--- src/mips_pkg.sv ---
// MIPS core shared types
`default_nettype none

package mips_pkg;

    typedef logic [31:0] word_t;
    typedef logic [4:0]  reg_addr_t;

    localparam int IMEM_DEPTH = 256;
    localparam int DMEM_DEPTH = 256;

    localparam logic [5:0] OP_RTYPE = 6'h00;
    localparam logic [5:0] OP_ADDIU = 6'h09;
    localparam logic [5:0] OP_LW    = 6'h23;
    localparam logic [5:0] OP_SW    = 6'h2b;
    localparam logic [5:0] OP_BEQ   = 6'h04;
    localparam logic [5:0] OP_BNE   = 6'h05;

    localparam logic [5:0] FN_ADDU = 6'h21;
    localparam logic [5:0] FN_SUBU = 6'h23;
    localparam logic [5:0] FN_AND  = 6'h24;
    localparam logic [5:0] FN_OR   = 6'h25;
    localparam logic [5:0] FN_SLT  = 6'h2a;
    localparam logic [5:0] FN_SLL  = 6'h00;

    typedef enum logic [2:0] {
        ALU_ADD,
        ALU_SUB,
        ALU_AND,
        ALU_OR,
        ALU_SLT,
        ALU_SLL
    } alu_op_e;

    typedef enum logic [1:0] {
        FWD_RF,
        FWD_MEM,
        FWD_WB
    } fwd_sel_e;

    typedef struct packed {
        logic  valid;
        word_t pc;
        word_t instr;
    } if_id_t;

    typedef struct packed {
        logic      valid;
        word_t     pc;
        alu_op_e   alu_op;
        logic      imm_sel;   // Operand B is the immediate
        logic      shift_sel; // Operand A is the shift amount
        logic      reg_write;
        logic      mem_read;
        logic      mem_write;
        logic      branch;
        logic      branch_ne;
        reg_addr_t rs;
        reg_addr_t rt;
        reg_addr_t rd;        // Destination, already chosen between rt and rd
        word_t     rs_data;
        word_t     rt_data;
        word_t     imm;
        logic [4:0] shamt;
    } id_ex_t;

    typedef struct packed {
        logic      valid;
        word_t     pc;
        logic      reg_write;
        logic      mem_read;
        logic      mem_write;
        reg_addr_t rd;
        word_t     alu_result;
        word_t     store_data;
    } ex_mem_t;

    typedef struct packed {
        logic      valid;
        word_t     pc;
        logic      reg_write;
        reg_addr_t rd;
        word_t     data;
    } wb_t;

    typedef struct packed {
        logic  taken;
        word_t target;
    } redirect_t;

endpackage

`default_nettype wire
--- src/execute_stage.sv ---
// Execute stage
`default_nettype none

module execute_stage (
    input  wire logic               clk,
    input  wire logic               rst_n_i,
    input  wire logic               flush_i,
    input  wire mips_pkg::id_ex_t   id_ex_i,
    input  wire mips_pkg::fwd_sel_e fwd_a_i,
    input  wire mips_pkg::fwd_sel_e fwd_b_i,
    input  wire mips_pkg::word_t    mem_fwd_i,
    input  wire mips_pkg::wb_t      wb_i,
    output mips_pkg::id_ex_t        ex_stage_o,
    output mips_pkg::ex_mem_t       ex_mem_o,
    output mips_pkg::redirect_t     redirect_o
);
    import mips_pkg::*;

    id_ex_t  ex_q;
    ex_mem_t mem_q;
    word_t   op_a;
    word_t   op_b;
    word_t   alu_a;
    word_t   alu_b;
    word_t   result;
    logic    load_use;

    // A load in the memory register holds this instruction back one cycle
    assign load_use = ex_q.valid && mem_q.valid && mem_q.mem_read && (mem_q.rd != '0) &&
                      (ex_q.rs == mem_q.rd ||
                       ((!ex_q.imm_sel || ex_q.mem_write) && ex_q.rt == mem_q.rd));

    always_ff @(posedge clk) begin
        if (!rst_n_i) begin
            ex_q.valid <= 1'b0;
        end else if (flush_i) begin
            ex_q.valid <= 1'b0;
        end else if (!load_use) begin
            ex_q <= id_ex_i;
        end else begin
            ex_q.rs_data <= op_a; // The writeback source is gone after the hold
            ex_q.rt_data <= op_b;
        end
    end

    always_comb begin
        case (fwd_a_i)
            FWD_MEM: op_a = mem_fwd_i;
            FWD_WB:  op_a = wb_i.data;
            default: op_a = ex_q.rs_data;
        endcase
        case (fwd_b_i)
            FWD_MEM: op_b = mem_fwd_i;
            FWD_WB:  op_b = wb_i.data;
            default: op_b = ex_q.rt_data;
        endcase
    end

    assign alu_a = ex_q.shift_sel ? {27'd0, ex_q.shamt} : op_a;
    assign alu_b = ex_q.imm_sel ? ex_q.imm : op_b;

    always_comb begin
        case (ex_q.alu_op)
            ALU_SUB: result = alu_a - alu_b;
            ALU_AND: result = alu_a & alu_b;
            ALU_OR:  result = alu_a | alu_b;
            ALU_SLT: result = {31'd0, $signed(alu_a) < $signed(alu_b)};
            ALU_SLL: result = alu_b << alu_a[4:0];
            default: result = alu_a + alu_b;
        endcase
    end

    assign redirect_o.taken  = ex_q.valid && ex_q.branch && !load_use &&
                               ((op_a == op_b) != ex_q.branch_ne);
    assign redirect_o.target = ex_q.pc + 32'd4 + {ex_q.imm[29:0], 2'b00};

    always_ff @(posedge clk) begin
        if (!rst_n_i) begin
            mem_q.valid <= 1'b0;
        end else begin
            mem_q.valid      <= ex_q.valid && !load_use;
            mem_q.pc         <= ex_q.pc;
            mem_q.reg_write  <= ex_q.reg_write;
            mem_q.mem_read   <= ex_q.mem_read;
            mem_q.mem_write  <= ex_q.mem_write;
            mem_q.rd         <= ex_q.rd;
            mem_q.alu_result <= result;
            mem_q.store_data <= op_b;
        end
    end

    assign ex_stage_o = ex_q;
    assign ex_mem_o   = mem_q;

endmodule

`default_nettype wire

--- config.mk ---
export PLATFORM = sky130hd
export DESIGN_NAME = execute_stage
export DESIGN_NICKNAME = d
export VERILOG_FILES = /design/src/mips_pkg.sv /design/src/execute_stage.sv
export SDC_FILE = /design/constraint.sdc
export NUM_CORES = 1
export LEC_CHECK = 0
export BUFFER_PORTS_ARGS = -buffer_cell sky130_fd_sc_hd__buf_2
export CAP_MARGIN = 20
export CORE_AREA = 2 2 218 220
export DETAILED_ROUTE_END_ITERATION = 6
export DIE_AREA = 0 0 220 222
export PLACE_DENSITY_LB_ADDON = 0.3
export SYNTH_ARGS = -nofsm -noshare
export SYNTH_HDL_FRONTEND = slang
export SYNTH_SLANG_ARGS = --single-unit
--- constraint.sdc ---
create_clock -name clk -period 10.5 [get_ports clk]
set_clock_uncertainty 0.1 [all_clocks]
set_input_delay 0 -clock clk [delete_from_list [all_inputs] [get_ports clk]]
set_output_delay 0 -clock clk [all_outputs]
set_load 0.02 [all_outputs]
; ---- Yosys cells after proc, flatten, opt, wreduce, memory -nomap -nowiden
; Cells that the tools add are included.
[classes]
add_sub_neg = 4
magnitude_cmp = 1
n_eq_ne = 13
shifts = 1
mux = 6
bitwise_logic = 5
reduce_logical = 17
[op_table]
columns = op, count
row1 = $pmux W32 S5, 1
row2 = $pmux W32 S2, 2
row3 = $add A32 B32 Y32, 2
row4 = $mux W32, 2
row5 = $mux W64, 1
row6 = $add A32 B3 Y32 const B, 1
row7 = $and A32 B32 Y32, 1
row8 = $eq A32 B32 Y1, 1
row9 = $lt A32 B32 Y1, 1
row10 = $or A32 B32 Y32, 1
row11 = $shl A32 B5 Y32, 1
row12 = $sub A32 B32 Y32, 1
row13 = $eq A5 B5 Y1, 2
row14 = $logic_and A1 B1 Y1, 9
row15 = $eq A3 B2 Y1 const B, 2
row16 = $eq A3 B3 Y1 const B, 2
row17 = $reduce_bool A5 Y1, 1
row18 = $eq A2 B1 Y1 const B, 2
row19 = $eq A2 B2 Y1 const B, 2
row20 = $eq A3 B1 Y1 const B, 1
row21 = $not A1 Y1, 3
row22 = $reduce_and A3 Y1, 1
row23 = $logic_not A1 Y1, 2
row24 = $logic_or A1 B1 Y1, 2
row25 = other kinds (3), 3
[word_totals]
regBits = 264
inputBits = 269
output_inout_bits = 297
elab_cells = 72

; ---- Logic depth before layout (Yosys ltp)
[depth]
depth_word = 8
depth_mapped = 20
ltp_nobuf = 18

; ---- Least setup slack after synthesis
; No wires, ideal clock.
[synth_timing]
path_kind = input port to flip-flop
startpoint = input flush_i
endpoint = register ex_q (netlist bit ex_stage_o[0]), enable pin
setup_time_ns = 0.557
arrival_ns = 7.202
required_ns = 9.843
slack_ns = 2.642
path_stages = 2
path_buffers = 0
path_cell_list = nor2b_1 nor2b_1
[synth_via]
elab_chain_len = 2
[synth_rtl]
columns = item, line
row1 = from (decl), execute_stage.sv:7  ; input wire logic flush_i,
row2 = $not A1 Y1 (no line), n/a
row3 = $reduce_and A3 Y1 (no line), n/a
row4 = to (signal assigned), execute_stage.sv:39  ; ex_q <= id_ex_i;
row5 = to (decl), execute_stage.sv:19  ; id_ex_t ex_q;
; Every way passes these cells.
; A chain may end at the register's enable or synchronous reset.

; ---- Worst setup path after layout
[layout_timing]
startpoint = input fwd_a_i[0]
endpoint = register mem_q (netlist bit ex_mem_o[63]), data pin
[layout_via]
elab_chain_len = 5
word_cells_on_any_way = 10
cone_classes = 2 x add/sub / 2 x eq/ne / 1 x shift / 3 x mux / 2 x bitwise
[layout_rtl]
columns = item, line
row1 = from (decl), execute_stage.sv:9  ; input wire mips_pkg::fwd_sel_e fwd_a_i,
row2 = $eq A2 B2 Y1 or $eq A2 B1 Y1 (tied branches), execute_stage.sv:47  ; case (fwd_a_i)
row3 = $pmux W32 S2 *, execute_stage.sv:47
row4 = $mux W32 *, execute_stage.sv:59  ; assign alu_a = ex_q.shift_sel ? {27'd0, ex_q.shamt} : op_a;
row5 = "$add A32 B32 Y32, or another cell as far along", execute_stage.sv:69  ; default: result = alu_a + alu_b;
row6 = $pmux W32 S5 *, execute_stage.sv:63  ; case (ex_q.alu_op)
row7 = net result[31], execute_stage.sv:25  ; word_t result;
row8 = to (decl), execute_stage.sv:20  ; ex_mem_t mem_q;
; Mark *: on every way through the listed nets, which the timed path passes. The rest lies on a longest branch.

==> results.md <==
* Status: finished clean
* Die Y at 222 microns
* Largest net degree at the start of global routing at 69
* Most used flip-flop cell after synthesis: edfxtp_1
* Total negative slack at 0 ns
* PD cells at between 150 and 200 nW/um^2
* Clock transition at path regs at approximately 0.070 ns
* Synth Instances at slightly above 2000
* Initial antenna violation count at 24
* Crit Reg-Reg Startpoint: ex_stage_o[121]
* Worst EP required at roughly 11 ns
* Die width at 220 microns
* Filler Cell Count at between 4000 and 5000
* CP Capture Type: flip-flop
* Final Hold Slack at 0.001906 ns
* Final Hold Viols at 0
* DR iter-0 viols at ~2300
* FF-to-FF End: ex_mem_o[63]
* Full die area at a little under 50000 sq um
* CP max FO at 66
* Critical Setup Path Class: input pin to flip-flop
* Most frequent CP cell: o211ai_1
* RSZ-0062 raised after global routing: false
* Max clock buf depth at 3
* Worst Setup EP: ex_mem_o[63]
* Mapped Avg Cell Area at 9.780 sq um
* Critical-path top delay cell: clkinv_1
* R2R cell count at 14
* Ys Warns at 0
* Synthesized cell area at 19670 sq um
* Placed cell count at 3068
* Detailed-route vias per instance at 5.958
* Minimum clock period at 6.364 ns
* Worst path cell trace: buf_2, inv_1, ha_2, buf_4, or2_2, o221a_2, clkinv_1, ha_1, o21ba_2, a2111oi_1, o211ai_1, o211ai_1, o21bai_1, a21oi_1, o21ai_0, a311oi_1, nor4b_1, a311o_1
* First-pass GRT wire length at 126.7 mm
* Final HPWL from detailed placement at roughly 65 mm
* Initial core utilization at 0.4252
* Nature of the critical path startpoint: input pin
* Top-level I/O count at 566
* FMAX at 157.1 MHz
* Post-synthesis sequential area ratio at 0.4021
* Synth cell types at 77
* Power, Total at 4.028 mW
* # DRC at 0
* Synth Register Bits at 264
* Slew HR at 0.2389
* Vias in the first global route at 19795
* CTS root buf: clkbuf_16
* Synthesis-to-finish area growth at 33.97%
* Worst min-delay path class: input pin to flip-flop
* Vias at 20127
* Site Rows at 79
* Peak supply drop at 0.0001403 V
* Post-synth EDFFs at 262
* CTS tree: yes
* First-pass DRT Iterations at 6
* Placeable Area at 46260 sq um
* Routed wire per std cell at around 26 microns
* Layout cells sized above 1 at 0.2619
* Clock Latency Late Sink at 0.60 ns
* Routed Antenna Nets at 0
* Crit path launch: fwd_a_i[0]
* Post-synth ARST share at 0
* GRT overflow at 0
* Setup Buffers After CTS at 0
* Gpl congestion at 0.9566
* Slew @ Worst Pin at 1.142 ns
* Setup Viol. Count Final at 0
* Slew Limit Fails at 0
* CTS Buf Count at 30
* Final worst path period share at 0.6061
* Routed WL at 87.31 mm
* Total track usage at 0.3460
* Nets@finish at 3156
* Worst EP arrival at approximately 6.6 ns
* H-tree depth at 1
* Crit-path max cell delay at 0.95 ns
* CTS sink cnt at between 200 and 300
* PortBufs at 526
* Non-filler cells, final at 3378
* Syn_nets at 2441
* Max Cap Violations at 0
* Setup slack, reg-to-reg at 4.24 ns
* P_leak at 11.40 nW
==> how the worst min path moves through the flow <==
stage,from,endpoint,slack (ns),cells past startpoint
6_report,mem_fwd_i[16],ex_stage_o[85],0.002,5
3_5_place_dp,id_ex_i[19],ex_stage_o[19],0.08,1
2_1_floorplan,id_ex_i[0],ex_stage_o[0],-0.001,0
5_1_grt,id_ex_i[25],ex_stage_o[25],0.01,2
4_1_cts,id_ex_i[129],ex_stage_o[129],0.0001,2
3_3_place_gp,id_ex_i[3],ex_stage_o[3],0.08,1
==> flip-flops by register name, indices dropped and copies added (netlist names) <==
register / cells
ex_mem_o: 105
ex_stage_o: 159
==> logic make-up after synthesis <==
group	after synthesis	synth area share
xor+xnor	86	0.03830
compound gates	640	0.2217
mux	122	0.06686
simple gates	491	0.1174
fa+ha+maj	161	0.1036
flops	264	0.4021
buf+inv	247	0.05013
==> metrics by stage <==
step	setup slack, ns	util	cell area, sq um
global placement	3.822	0.4961	22950
floorplan	2.642	-	19670
finish	4.136	0.5696	26350
CTS	4.289	0.5684	26290
global route	3.756	0.5694	26340
detailed placement	3.693	0.4961	22950
==> timing repair <==
action	4_1_cts	5_1_grt
endpoints found under the hold margin	197	0
resized for setup	0	0
hold buffers	233	0
==> cells in the mapped netlist, types with 4 or more instances <==
| library cell | count | area share |
|---|---|---|
| mux2_2 | 61 | 0.035 |
| o21ai_0 | 105 | 0.027 |
| nand3_1 | 20 | 0.0051 |
| and2_1 | 5 | 0.0016 |
| o31a_1 | 4 | 0.0018 |
| a21o_1 | 42 | 0.016 |
| a211oi_1 | 13 | 0.0050 |
| o31ai_1 | 43 | 0.016 |
| a221o_1 | 5 | 0.0025 |
| nor4_1 | 7 | 0.0022 |
| a31oi_1 | 7 | 0.0022 |
| a21oi_1 | 154 | 0.039 |
| nor2_1 | 192 | 0.037 |
| o21a_1 | 29 | 0.011 |
| xnor2_1 | 43 | 0.019 |
| xor2_1 | 43 | 0.019 |
| buf_4 | 5 | 0.0019 |
| o221ai_1 | 20 | 0.0089 |
| o22ai_1 | 21 | 0.0067 |
| o311ai_0 | 4 | 0.0018 |
| nand2b_1 | 45 | 0.014 |
| clkbuf_1 | 74 | 0.014 |
| nand4_1 | 10 | 0.0032 |
| nand2_1 | 104 | 0.020 |
| a22oi_1 | 52 | 0.020 |
| a221oi_1 | 25 | 0.011 |
| ha_1 | 158 | 0.10 |
| buf_1 | 21 | 0.0040 |
| mux2i_1 | 59 | 0.030 |
| a22o_1 | 18 | 0.0080 |
| or2_2 | 11 | 0.0035 |
| nor3_1 | 27 | 0.0069 |
| o211ai_1 | 15 | 0.0057 |
| a2111oi_0 | 5 | 0.0022 |
| o221a_2 | 11 | 0.0063 |
| edfxtp_1 | 262 | 0.40 |
| nor2b_1 | 29 | 0.0092 |
| inv_1 | 123 | 0.023 |
| o21bai_1 | 22 | 0.0084 |
| or3_1 | 11 | 0.0035 |
| nor3b_1 | 15 | 0.0057 |
| o22a_1 | 6 | 0.0027 |
| buf_2 | 20 | 0.0051 |
| and3_1 | 7 | 0.0022 |
==> layout by cell type, fill, tap and decap left out, types with 21 or more instances in the layout <==
cell type      netlist  layout
edfxtp_1           262     262
inv_1              123     123
o21bai_1            22      22
a221oi_1            25      25
o21ai_0            105     104
dlygate4sd3_1        0     233
diode_2              0      22
xor2_1              43      43
mux2_2              61      61
o31ai_1             43      43
nor2b_1             29      27
mux2i_1             59      59
nor2_1             192     191
a22oi_1             52      52
ha_1               158     156
a21o_1              42      42
nor3_1              27      27
nand2_1            104     104
o21a_1              29      29
nand2b_1            45      45
clkbuf_16            0      31
a21oi_1            154     154
buf_4                5      47
buf_2               20     525
o22ai_1             21      21
xnor2_1             43      43
==> power breakdown <==
part / internal, mW / switching, mW / total, mW
logic: 0.585 / 1.01 / 1.60
registers: 1.26 / 0.0529 / 1.32
clock network: 0.637 / 0.478 / 1.12
==> metal layers <==
metal,part of all wire,track usage,wire [microns],vias to the layer above
li1,-,-,-,8952
met2,0.47,0.5580,40780,1134
met5,0.00025,0,22,-
met1,0.40,0.4528,34820,9817
met3,0.089,0.06749,7732,220
met4,0.045,0.1429,3955,4
==> final cells by class <==
type,count,area [sq um],share of cell area
timing repair buffer,805,5313,0.2016
clock buffer,34,787.0,0.02987
inverter,125,469.2,0.01781
tap,607,759.5,0.02883
multi-input combinational,1500,10830,0.4112
clock inverter,21,222.7,0.008453
sequential,264,7908,0.3001
antenna,22,55.05,0.002089
==> critical path, delay by kind of cell <==
| kind | cells | cell delay [ns] |
|---|---|---|
| AO/OA/AOI/OAI | 10 | 3.68 |
| adder cells (fa/ha/maj) | 2 | 0.83 |
| buffers and inverters | 4 | 1.68 |
| AND/OR/NAND/NOR | 2 | 0.35 |
No activity file was read; power rests on OpenSTA's default activity.
