--- src/mips_pkg.sv ---
// MIPS core shared types
`default_nettype none

package mips_pkg;

    typedef logic [31:0] word_t;
    typedef logic [4:0]  reg_addr_t;

    localparam int IMEM_DEPTH = 256;
    localparam int DMEM_DEPTH = 256;

    localparam logic [5:0] OP_RTYPE = 6'h00;
    localparam logic [5:0] OP_ADDIU = 6'h09;
    localparam logic [5:0] OP_LW    = 6'h23;
    localparam logic [5:0] OP_SW    = 6'h2b;
    localparam logic [5:0] OP_BEQ   = 6'h04;
    localparam logic [5:0] OP_BNE   = 6'h05;

    localparam logic [5:0] FN_ADDU = 6'h21;
    localparam logic [5:0] FN_SUBU = 6'h23;
    localparam logic [5:0] FN_AND  = 6'h24;
    localparam logic [5:0] FN_OR   = 6'h25;
    localparam logic [5:0] FN_SLT  = 6'h2a;
    localparam logic [5:0] FN_SLL  = 6'h00;

    typedef enum logic [2:0] {
        ALU_ADD,
        ALU_SUB,
        ALU_AND,
        ALU_OR,
        ALU_SLT,
        ALU_SLL
    } alu_op_e;

    typedef enum logic [1:0] {
        FWD_RF,
        FWD_MEM,
        FWD_WB
    } fwd_sel_e;

    typedef struct packed {
        logic  valid;
        word_t pc;
        word_t instr;
    } if_id_t;

    typedef struct packed {
        logic      valid;
        word_t     pc;
        alu_op_e   alu_op;
        logic      imm_sel;   // Operand B is the immediate
        logic      shift_sel; // Operand A is the shift amount
        logic      reg_write;
        logic      mem_read;
        logic      mem_write;
        logic      branch;
        logic      branch_ne;
        reg_addr_t rs;
        reg_addr_t rt;
        reg_addr_t rd;        // Destination, already chosen between rt and rd
        word_t     rs_data;
        word_t     rt_data;
        word_t     imm;
        logic [4:0] shamt;
    } id_ex_t;

    typedef struct packed {
        logic      valid;
        word_t     pc;
        logic      reg_write;
        logic      mem_read;
        logic      mem_write;
        reg_addr_t rd;
        word_t     alu_result;
        word_t     store_data;
    } ex_mem_t;

    typedef struct packed {
        logic      valid;
        word_t     pc;
        logic      reg_write;
        reg_addr_t rd;
        word_t     data;
    } wb_t;

    typedef struct packed {
        logic  taken;
        word_t target;
    } redirect_t;

endpackage

`default_nettype wire
--- src/hazard_unit.sv ---
// Hazard detection and forwarding
`default_nettype none

module hazard_unit (
    input  wire mips_pkg::id_ex_t    ex_stage_i,
    input  wire mips_pkg::ex_mem_t   ex_mem_i,
    input  wire mips_pkg::wb_t       wb_i,
    input  wire mips_pkg::redirect_t redirect_i,
    output logic                     stall_o,
    output logic                     flush_o,
    output mips_pkg::fwd_sel_e       fwd_a_o,
    output mips_pkg::fwd_sel_e       fwd_b_o
);
    import mips_pkg::*;

    logic uses_rt;

    // Memory stage is younger than writeback so it wins
    function automatic fwd_sel_e pick(input reg_addr_t src);
        if (src != '0 && ex_mem_i.valid && ex_mem_i.reg_write && ex_mem_i.rd == src) begin
            return FWD_MEM;
        end else if (src != '0 && wb_i.valid && wb_i.reg_write && wb_i.rd == src) begin
            return FWD_WB;
        end
        return FWD_RF;
    endfunction

    assign uses_rt = !ex_stage_i.imm_sel || ex_stage_i.mem_write;

    always_comb begin
        fwd_a_o = pick(ex_stage_i.rs);
        fwd_b_o = pick(ex_stage_i.rt);
    end

    assign stall_o = ex_stage_i.valid && ex_mem_i.valid && ex_mem_i.mem_read &&
                     (ex_mem_i.rd != '0) &&
                     (ex_stage_i.rs == ex_mem_i.rd || (uses_rt && ex_stage_i.rt == ex_mem_i.rd));
    assign flush_o = redirect_i.taken;

endmodule

`default_nettype wire

--- config.mk ---
export PLATFORM = sky130hd
export DESIGN_NAME = hazard_unit
export DESIGN_NICKNAME = d
export VERILOG_FILES = /design/src/mips_pkg.sv /design/src/hazard_unit.sv
export SDC_FILE = /design/constraint.sdc
export NUM_CORES = 1
export LEC_CHECK = 0
export BUFFER_PORTS_ARGS = -buffer_cell sky130_fd_sc_hd__buf_4
export CAP_MARGIN = 0
export CELL_PAD_IN_SITES_DETAIL_PLACEMENT = 0
export CELL_PAD_IN_SITES_GLOBAL_PLACEMENT = 1
export CORE_AREA = 2 2 144 146
export DETAILED_ROUTE_END_ITERATION = 16
export DIE_AREA = 0 0 146 148
export GPL_TIMING_DRIVEN = 1
export PLACE_DENSITY_LB_ADDON = 0.2
export SLEW_MARGIN = 30
export SYNTH_ARGS = -nofsm -noshare
export SYNTH_HDL_FRONTEND = slang
export SYNTH_SLANG_ARGS = --single-unit
--- constraint.sdc ---
create_clock -name vclk -period 2.2
set_clock_uncertainty 0.15 [all_clocks]
set_input_delay 0.22 -clock vclk [all_inputs]
set_output_delay 0.22 -clock vclk [all_outputs]
set_load 0.1 [all_outputs]
; Word-level counts from Yosys, hierarchy flattened
; Cells that the tools add are included.
; W data, S select, Z words.
[word_totals]
ff_bits = 0
input_bits = 368
[op_classes]
eq_ne = 6
n_mux = 10
reduce_logical = 23
[ops]
columns = operator, n
row1 = $eq A5 B5 Y1, 6
row2 = $logic_and A1 B1 Y1, 17
row3 = $reduce_bool A5 Y1, 3
row4 = $mux W2, 6
row5 = $mux W1, 4
row6 = $logic_or A1 B1 Y1, 2
row7 = $logic_not A1 Y1, 1

; Logic depth before layout (Yosys ltp)
; Gate-level depths: netlist of run 1.
[logic_depth]
word_depth = 7
mapped_depth = 4

; Least setup slack after synthesis of run 1
; OpenSTA, ideal clock, no wires.
[synth_timing]
kind = in2out
start = in ex_mem_i[67] (netlist name)
end = out fwd_a_o[0]
arrival_ns = 2.690
setup_slack_ns = -0.860
cell_stages = 4
n_path_buf = 0
cell_sequence = xor2_1 -> nor3_1 -> nand3_1 -> nor3_1
[synth_via]
elab_chain_cells = 4
[synth_rtl]
columns = item, line
row1 = "start, declared", hazard_unit.sv:6  ; input wire mips_pkg::ex_mem_t ex_mem_i,
row2 = $eq A5 B5 Y1 *, hazard_unit.sv:20  ; if (src != '0 && ex_mem_i.valid && ex_mem_i.reg_write && ex_mem_i.rd == src) begin
row3 = $logic_and A1 B1 Y1 *, hazard_unit.sv:20
row4 = $mux W2 or $mux W1 (tied branches), hazard_unit.sv:20
row5 = $mux W2 *, hazard_unit.sv:25  ; return FWD_RF;
row6 = "end, declared", hazard_unit.sv:11  ; output mips_pkg::fwd_sel_e fwd_a_o,
; Every way passes the cells marked *; elsewhere a longest branch is shown, timed or not.

; Worst setup path in the final report of run 1
[layout_timing]
start = in ex_stage_i[112] (netlist name)
end = out fwd_a_o[1]
[layout_via]
elab_chain_cells = 7
[layout_rtl]
columns = item, line
row1 = "start, declared", hazard_unit.sv:5  ; input wire mips_pkg::id_ex_t ex_stage_i,
row2 = $reduce_bool A5 Y1, "hazard_unit.sv:20, hazard_unit.sv:22"
row3 = $logic_and A1 B1 Y1 (3 in series), hazard_unit.sv:22  ; end else if (src != '0 && wb_i.valid && wb_i.reg_write && wb_i.rd == src) begin
row4 = $mux W1, hazard_unit.sv:22
row5 = $mux W1, hazard_unit.sv:20
row6 = $mux W2 *, hazard_unit.sv:25
; Marked as above.

==> summary.txt, run 1 <==
Detailed routing
  – Vias: 494
  – Final wirelength: 2650 um
  – Starting DRC count in detailed routing: 27
  – First-pass iteration count of the detailed router: 4
  – Drt drc: 0
  – Vias per cell: 1.41
  – DR WL/cell: 7.56 um
  – ANT nets after route: 0

Global route
  – Initial antenna violation count: 0
  – Gr ovfl total: 0
  – Vias in the first global route: about 530
  – Pin count of the biggest net entering global routing: 5
  – Total GRT Usage: 0.0236
  – First-pass GRT wire length: 3730 um

Pwr
  – Maximum VDD drop: 0.0334 mV
  – Overall Power: 112 uW
  – PD cells: 121 mW/mm2
  – Lkg Pwr: ~0.3 nW

Setup path
  – Crit. Startpoint: ex_stage_i[112]
  – CP endpoint: fwd_a_o[1]
  – Worst Setup Start Kind: primary input
  – Critical path class: in2out
  – Critical path arrival: approximately 1.5 ns
  – Crit end category: output port
  – Worst-path maximum fanout: 3
  – Required time of the critical path: 1.83 ns

Floorplanning
  – Starting Density: 0.0166
  – Top Ports: 374
  – # rows: 52
  – Die Y: between 100 and 150 um
  – Die ar.: 0.0216 mm2
  – Die Wd: 146 um
  – Core ar.: 0.0200 mm2

Clocking
  – CTS Hold Bufs: 0
  – Post-CTS Repair Setup Buffers: 0
  – Post-CTS Resized: 0

Finish
  – Area Growth Syn to Fin: 177%
  – Final layout net count: approximately 450
  – Most common cell after layout, fill and taps aside: buf_4
  – Fraction of layout cells with a size suffix above 1: 0.457
  – Sequential cells: 0
  – Multi-input gate area: 329 um2
  – Cell Count, Final, Fillers Out: 351
  – Register area: 0 um2
  – Most frequent cells in the layout: buf_4 (33), xor2_1 (15), nor2_1 (5)
  – Fillers: 2,451
  – N_diodes: 0
  – CLK BUF: 0

Logic synthesis
  – Mapped cell area: 333 um2
  – Synth warn: 0
  – Cells after Synth: 49
  – Seq/Total Area, Yosys: 0
  – Top cell type's share of synthesized area: 0.395
  – Syn Area/Cell: 6.79 um2
  – Largest cells by area after synthesis: xor2_1 (39%), nor2_1 (6.8%), xnor2_1 (5.3%)
  – Leading area contributor after synthesis: xor2_1
  – Syn nets: between 400 and 500
  – Yosys cell types: 21

Timing
  – F_max: ~0.54 GHz
  – Final Hold Vio Count: 0
  – Final period utilization: 0.847
  – Finish-stage setup viols: 0
  – Slew margin rel.: 0.726
  – Hold Worst Slack: 0.297 ns
  – Worst-margin pin slew: 0.408 ns
  – RSZ-0062 raised after global routing: false
  – Setup TNS: 0 ns
  – Fin crit period: around 1.9 ns
  – Pins over their slew limit: 0

Run
  – Max-cap violations: 0

Placed design
  – HPWL after DPL: 2500 um
  – GPL Wtd Cong: 0.661
  – Total placed cells including tap cells: 351
  – I/O Buffers: 33

Outcome
  – Status: complete, no violations

Min path
  – Type of the tightest min-delay check: in2out
-- metal layers --
metal  vias up  GRT usage  routed length, um
li1        239          -                  -
met1       227     0.0322               1160
met2        28     0.0415               1310
met3         0    0.00432                179
met4         0          0                  0
met5         -          0                  0
-- power breakdown --
part	internal [mW]	switching (mW)	total [mW]
clock	0	0	0
combinational	0.0550	0.0566	0.112
sequential	0	0	0
-- worst min path at each step --
stage	startpoint	endpoint	slack, ns	cells after the start
floorplan	redirect_i[32]	flush_o	0.50	1
global placement	redirect_i[32]	flush_o	0.30	0
detailed placement	redirect_i[32]	flush_o	0.30	0
CTS	redirect_i[32]	flush_o	0.30	0
global route	redirect_i[32]	flush_o	0.30	0
finish	redirect_i[32]	flush_o	0.30	0
-- per-stage QoR --
step / utilization / instance area, um2 / setup slack [ns]
after CTS: 0.0460 / 922 / 0.315
after detailed placement: 0.0460 / 922 / 0.320
after global routing: 0.0460 / 922 / 0.266
final: 0.0460 / 922 / 0.336
after floorplan: - / 344 / -0.0324
after global placement: 0.0460 / 922 / 0.309
-- kinds of logic (layout without fill, tap and decap cells) --
kind of cell           count (synthesis)  after routing  synth area share
AO/OA/AOI/OAI                          6              6             0.147
XOR/XNOR                              17             17             0.447
buffers and inverters                  3             35            0.0451
AND/OR/NAND/NOR                       23             23             0.361
-- critical path: stages --
cell	delay, ns
buf_4	0.13
or4_1	0.52
nor2_1	0.18
nor2b_1	0.08
o211a_1	0.13
buf_4	0.23
-- final cells by class --
type | count | share of cell area
tap | 270 | 0.366
timing repair buffer | 33 | 0.269
inverter | 2 | 0.00814
multi-input combinational | 46 | 0.357
-- Yosys cell counts --
cell type,instances
or4_4,1
nor3_1,3
a2111oi_1,1
xor2_1,15
buf_4,1
o2111ai_1,1
o211a_1,1
inv_1,2
a21oi_1,1
nand2_1,4
a221oi_1,1
xnor2_1,2
o22ai_1,1
and3_1,1
nand3_1,2
nand2b_1,1
or4_1,2
nand4_1,1
nor4_1,1
nor2b_1,1
nor2_1,6
Note: power is estimated with default switching activity, not from simulation.
==> run 2: changes to the inputs <==
- clock period: 2.2 -> 1.5 ns (I/O delays scaled with it)
==> summary.txt, run 2 (synthesis results as in run 1) <==
Finish
  – Area Growth Syn to Fin: 266%
  – Most frequent cells in the layout: buf_4 (27), xor2_1 (14), buf_6 (7)
  – Most common cell after layout, fill and taps aside: buf_4
  – Register area: 0 um2 (unchanged)
  – Sequential cells: 0 (unchanged)
  – Fraction of layout cells with a size suffix above 1: 0.670 (+0.214)
  – CLK BUF: 0 (unchanged)
  – Util after Layout: 0.0608 (+0.0147)
  – Fillers: 2,419 (-1.3%)
  – Multi-input gate area: 428 um2 (+30%)
  – Final layout net count: 461 (+2.2%)

Setup path
  – CP endpoint: stall_o
  – Crit. Startpoint: ex_mem_i[65]
  – Crit path depth: 5 (-1)
  – Worst path cell trace: buf_8 > or4_4 > o2111ai_4 > a21oi_4 > buf_12
  – Crit end category: output port
  – Critical path arrival: 1.28 ns (-0.21 ns)
  – Delay of the slowest critical-path stage: 0.54 ns (+0.02 ns)
  – Largest delay contributor family on the critical path: simple AND/OR/NAND/NOR gates
  – Slowest stage cell on the critical path: or4_4
  – Required time of the critical path: 1.20 ns (-0.63 ns)
  – Worst-path maximum fanout: 3 (unchanged)
  – Buf/Inv on CP: 2 (unchanged)
  – Worst Setup Start Kind: primary input
  – Critical path class: in2out

Floorplanning
  – Die Wd: 146 um (unchanged)
  – # rows: 52 (unchanged)
  – Die ar.: 0.0216 mm2 (unchanged)
  – Top Ports: 374 (unchanged)
  – Die Y: 148 um (unchanged)
  – Starting Density: 0.0166 (unchanged)
  – Core ar.: 0.0200 mm2 (unchanged)

Global route
  – Pin count of the biggest net entering global routing: 5 (unchanged)
  – Gr ovfl total: 0 (unchanged)
  – Vias in the first global route: 564 (+7.0%)
  – Total GRT Usage: 0.0257 (+0.00202)
  – Initial antenna violation count: 1 (+1)
  – First-pass GRT wire length: 4000 um (+7.2%)

Pwr
  – Switching part of the total: 0.461 (-0.0457)
  – PD cells: 183 mW/mm2 (+51%)
  – Lkg Pwr: 0.381 nW (+28%)
  – Reg power frac: 0 (unchanged)
  – Internal: 120 uW (+120%)
  – Maximum VDD drop: 0.0290 mV (-13%)
  – Clk network pwr share: 0 (unchanged)
  – Combinational Power Share: 1.000 (about the same)
  – Sw power: 103 uW (+82%)

Placed design
  – GPL Wtd Cong: 0.629 (-4.8%)
  – HPWL after DPL: 2750 um (+10%)
  – DP Worst Slack: -0.226 ns (-0.546 ns)
  – I/O Buffers: 33 (unchanged)

Timing
  – Pins over their slew limit: 0 (unchanged)
  – Fin worst setup slack: -0.0834 ns (-0.419 ns)
  – Finish-stage setup viols: 5 (+5)
  – Fin crit period: between 1.5 and 2 ns
  – Hold Worst Slack: 0.157 ns (-0.140 ns)
  – Final period utilization: 1.06
  – Slew margin rel.: 0.821 (+0.0955)
  – RSZ-0062 raised after global routing: true
  – Worst-margin pin slew: 0.268 ns (-0.140 ns)
  – Final Hold Vio Count: 0 (unchanged)
  – F_max: roughly 0.63 GHz

Detailed routing
  – Final wirelength: 2910 um (+9.7%)
  – First-pass iteration count of the detailed router: 3 (-1)
  – Starting DRC count in detailed routing: 16 (-41%)
  – DR WL/cell: 8.04 um (+6.4%)
  – Vias: 502 (+1.6%)
  – Drt drc: 0 (unchanged)
  – ANT nets after route: 0 (unchanged)
  – Vias per cell: 1.39 (-1.5%)

Run
  – Max-cap violations: 0 (unchanged)

Outcome
  – Failing checks: setup timing
  – Status: complete, but fails checks

Min path
  – Type of the tightest min-delay check: in2out
==> run 2: changes by cell type in the layout (fill, tap and decap cells not counted), sizes merged <==
cell   previous run  this run
buf              33        43
diode             0         1
==> run 2: routing by layer <==
metal / track usage / up-vias / wire length (um)
li1: - / 259 / -
met2: 0.0434 / 23 / 1360
met5: 0 / - / 0
met4: 0 / 0 / 0
met1: 0.0322 / 220 / 1240
met3: 0.0114 / 0 / 312
==> run 2: per-stage QoR <==
| step | cell area (um2) | std cells | TNS [ns] | total power, mW |
|---|---|---|---|---|
| CTS | 1180 | 361 | -0.398 | 0.221 |
| global placement | 1020 | 361 | -0.927 | 0.192 |
| global route | 1210 | 361 | -0.402 | 0.240 |
| floorplan | 369 | 49 | -0.330 | 0.0784 |
| finish | 1220 | 362 | -0.246 | 0.223 |
| detailed placement | 1020 | 361 | -0.918 | 0.187 |
==> run 2: worst min path at each step <==
stage,cells after the start,slack [ns],to,from
2_1_floorplan,1,0.36,flush_o,redirect_i[32]
3_3_place_gp,0,0.16,flush_o,redirect_i[32]
3_5_place_dp,0,0.16,flush_o,redirect_i[32]
4_1_cts,0,0.16,flush_o,redirect_i[32]
5_1_grt,0,0.16,flush_o,redirect_i[32]
6_report,0,0.16,flush_o,redirect_i[32]
==> run 2: power by group through the flow <==
stage	sequential [mW]	clock, mW	combinational, mW
after global routing	0	0	0.240
after floorplan	0	0	0.0784
final	0	0.0000000891	0.223
after detailed placement	0	0	0.187
after CTS	0	0	0.221
after global placement	0	0	0.192
==> run 2: final cells by class <==
type | instances | share of cell area
diodes | 1 | 0.00206
repair buffers | 43 | 0.363
inverters | 2 | 0.00617
multi-input cells | 46 | 0.351
well taps | 270 | 0.277
==> run 2: what timing repair did <==
action / CTS / global route
buffers inserted: 0 / 0
hold buffers: 0 / 0
resized for setup: 37 / 7
pin swaps: 15 / 8
endpoints found under the hold margin: 0 / 0
endpoints found under the setup margin: 5 / 5
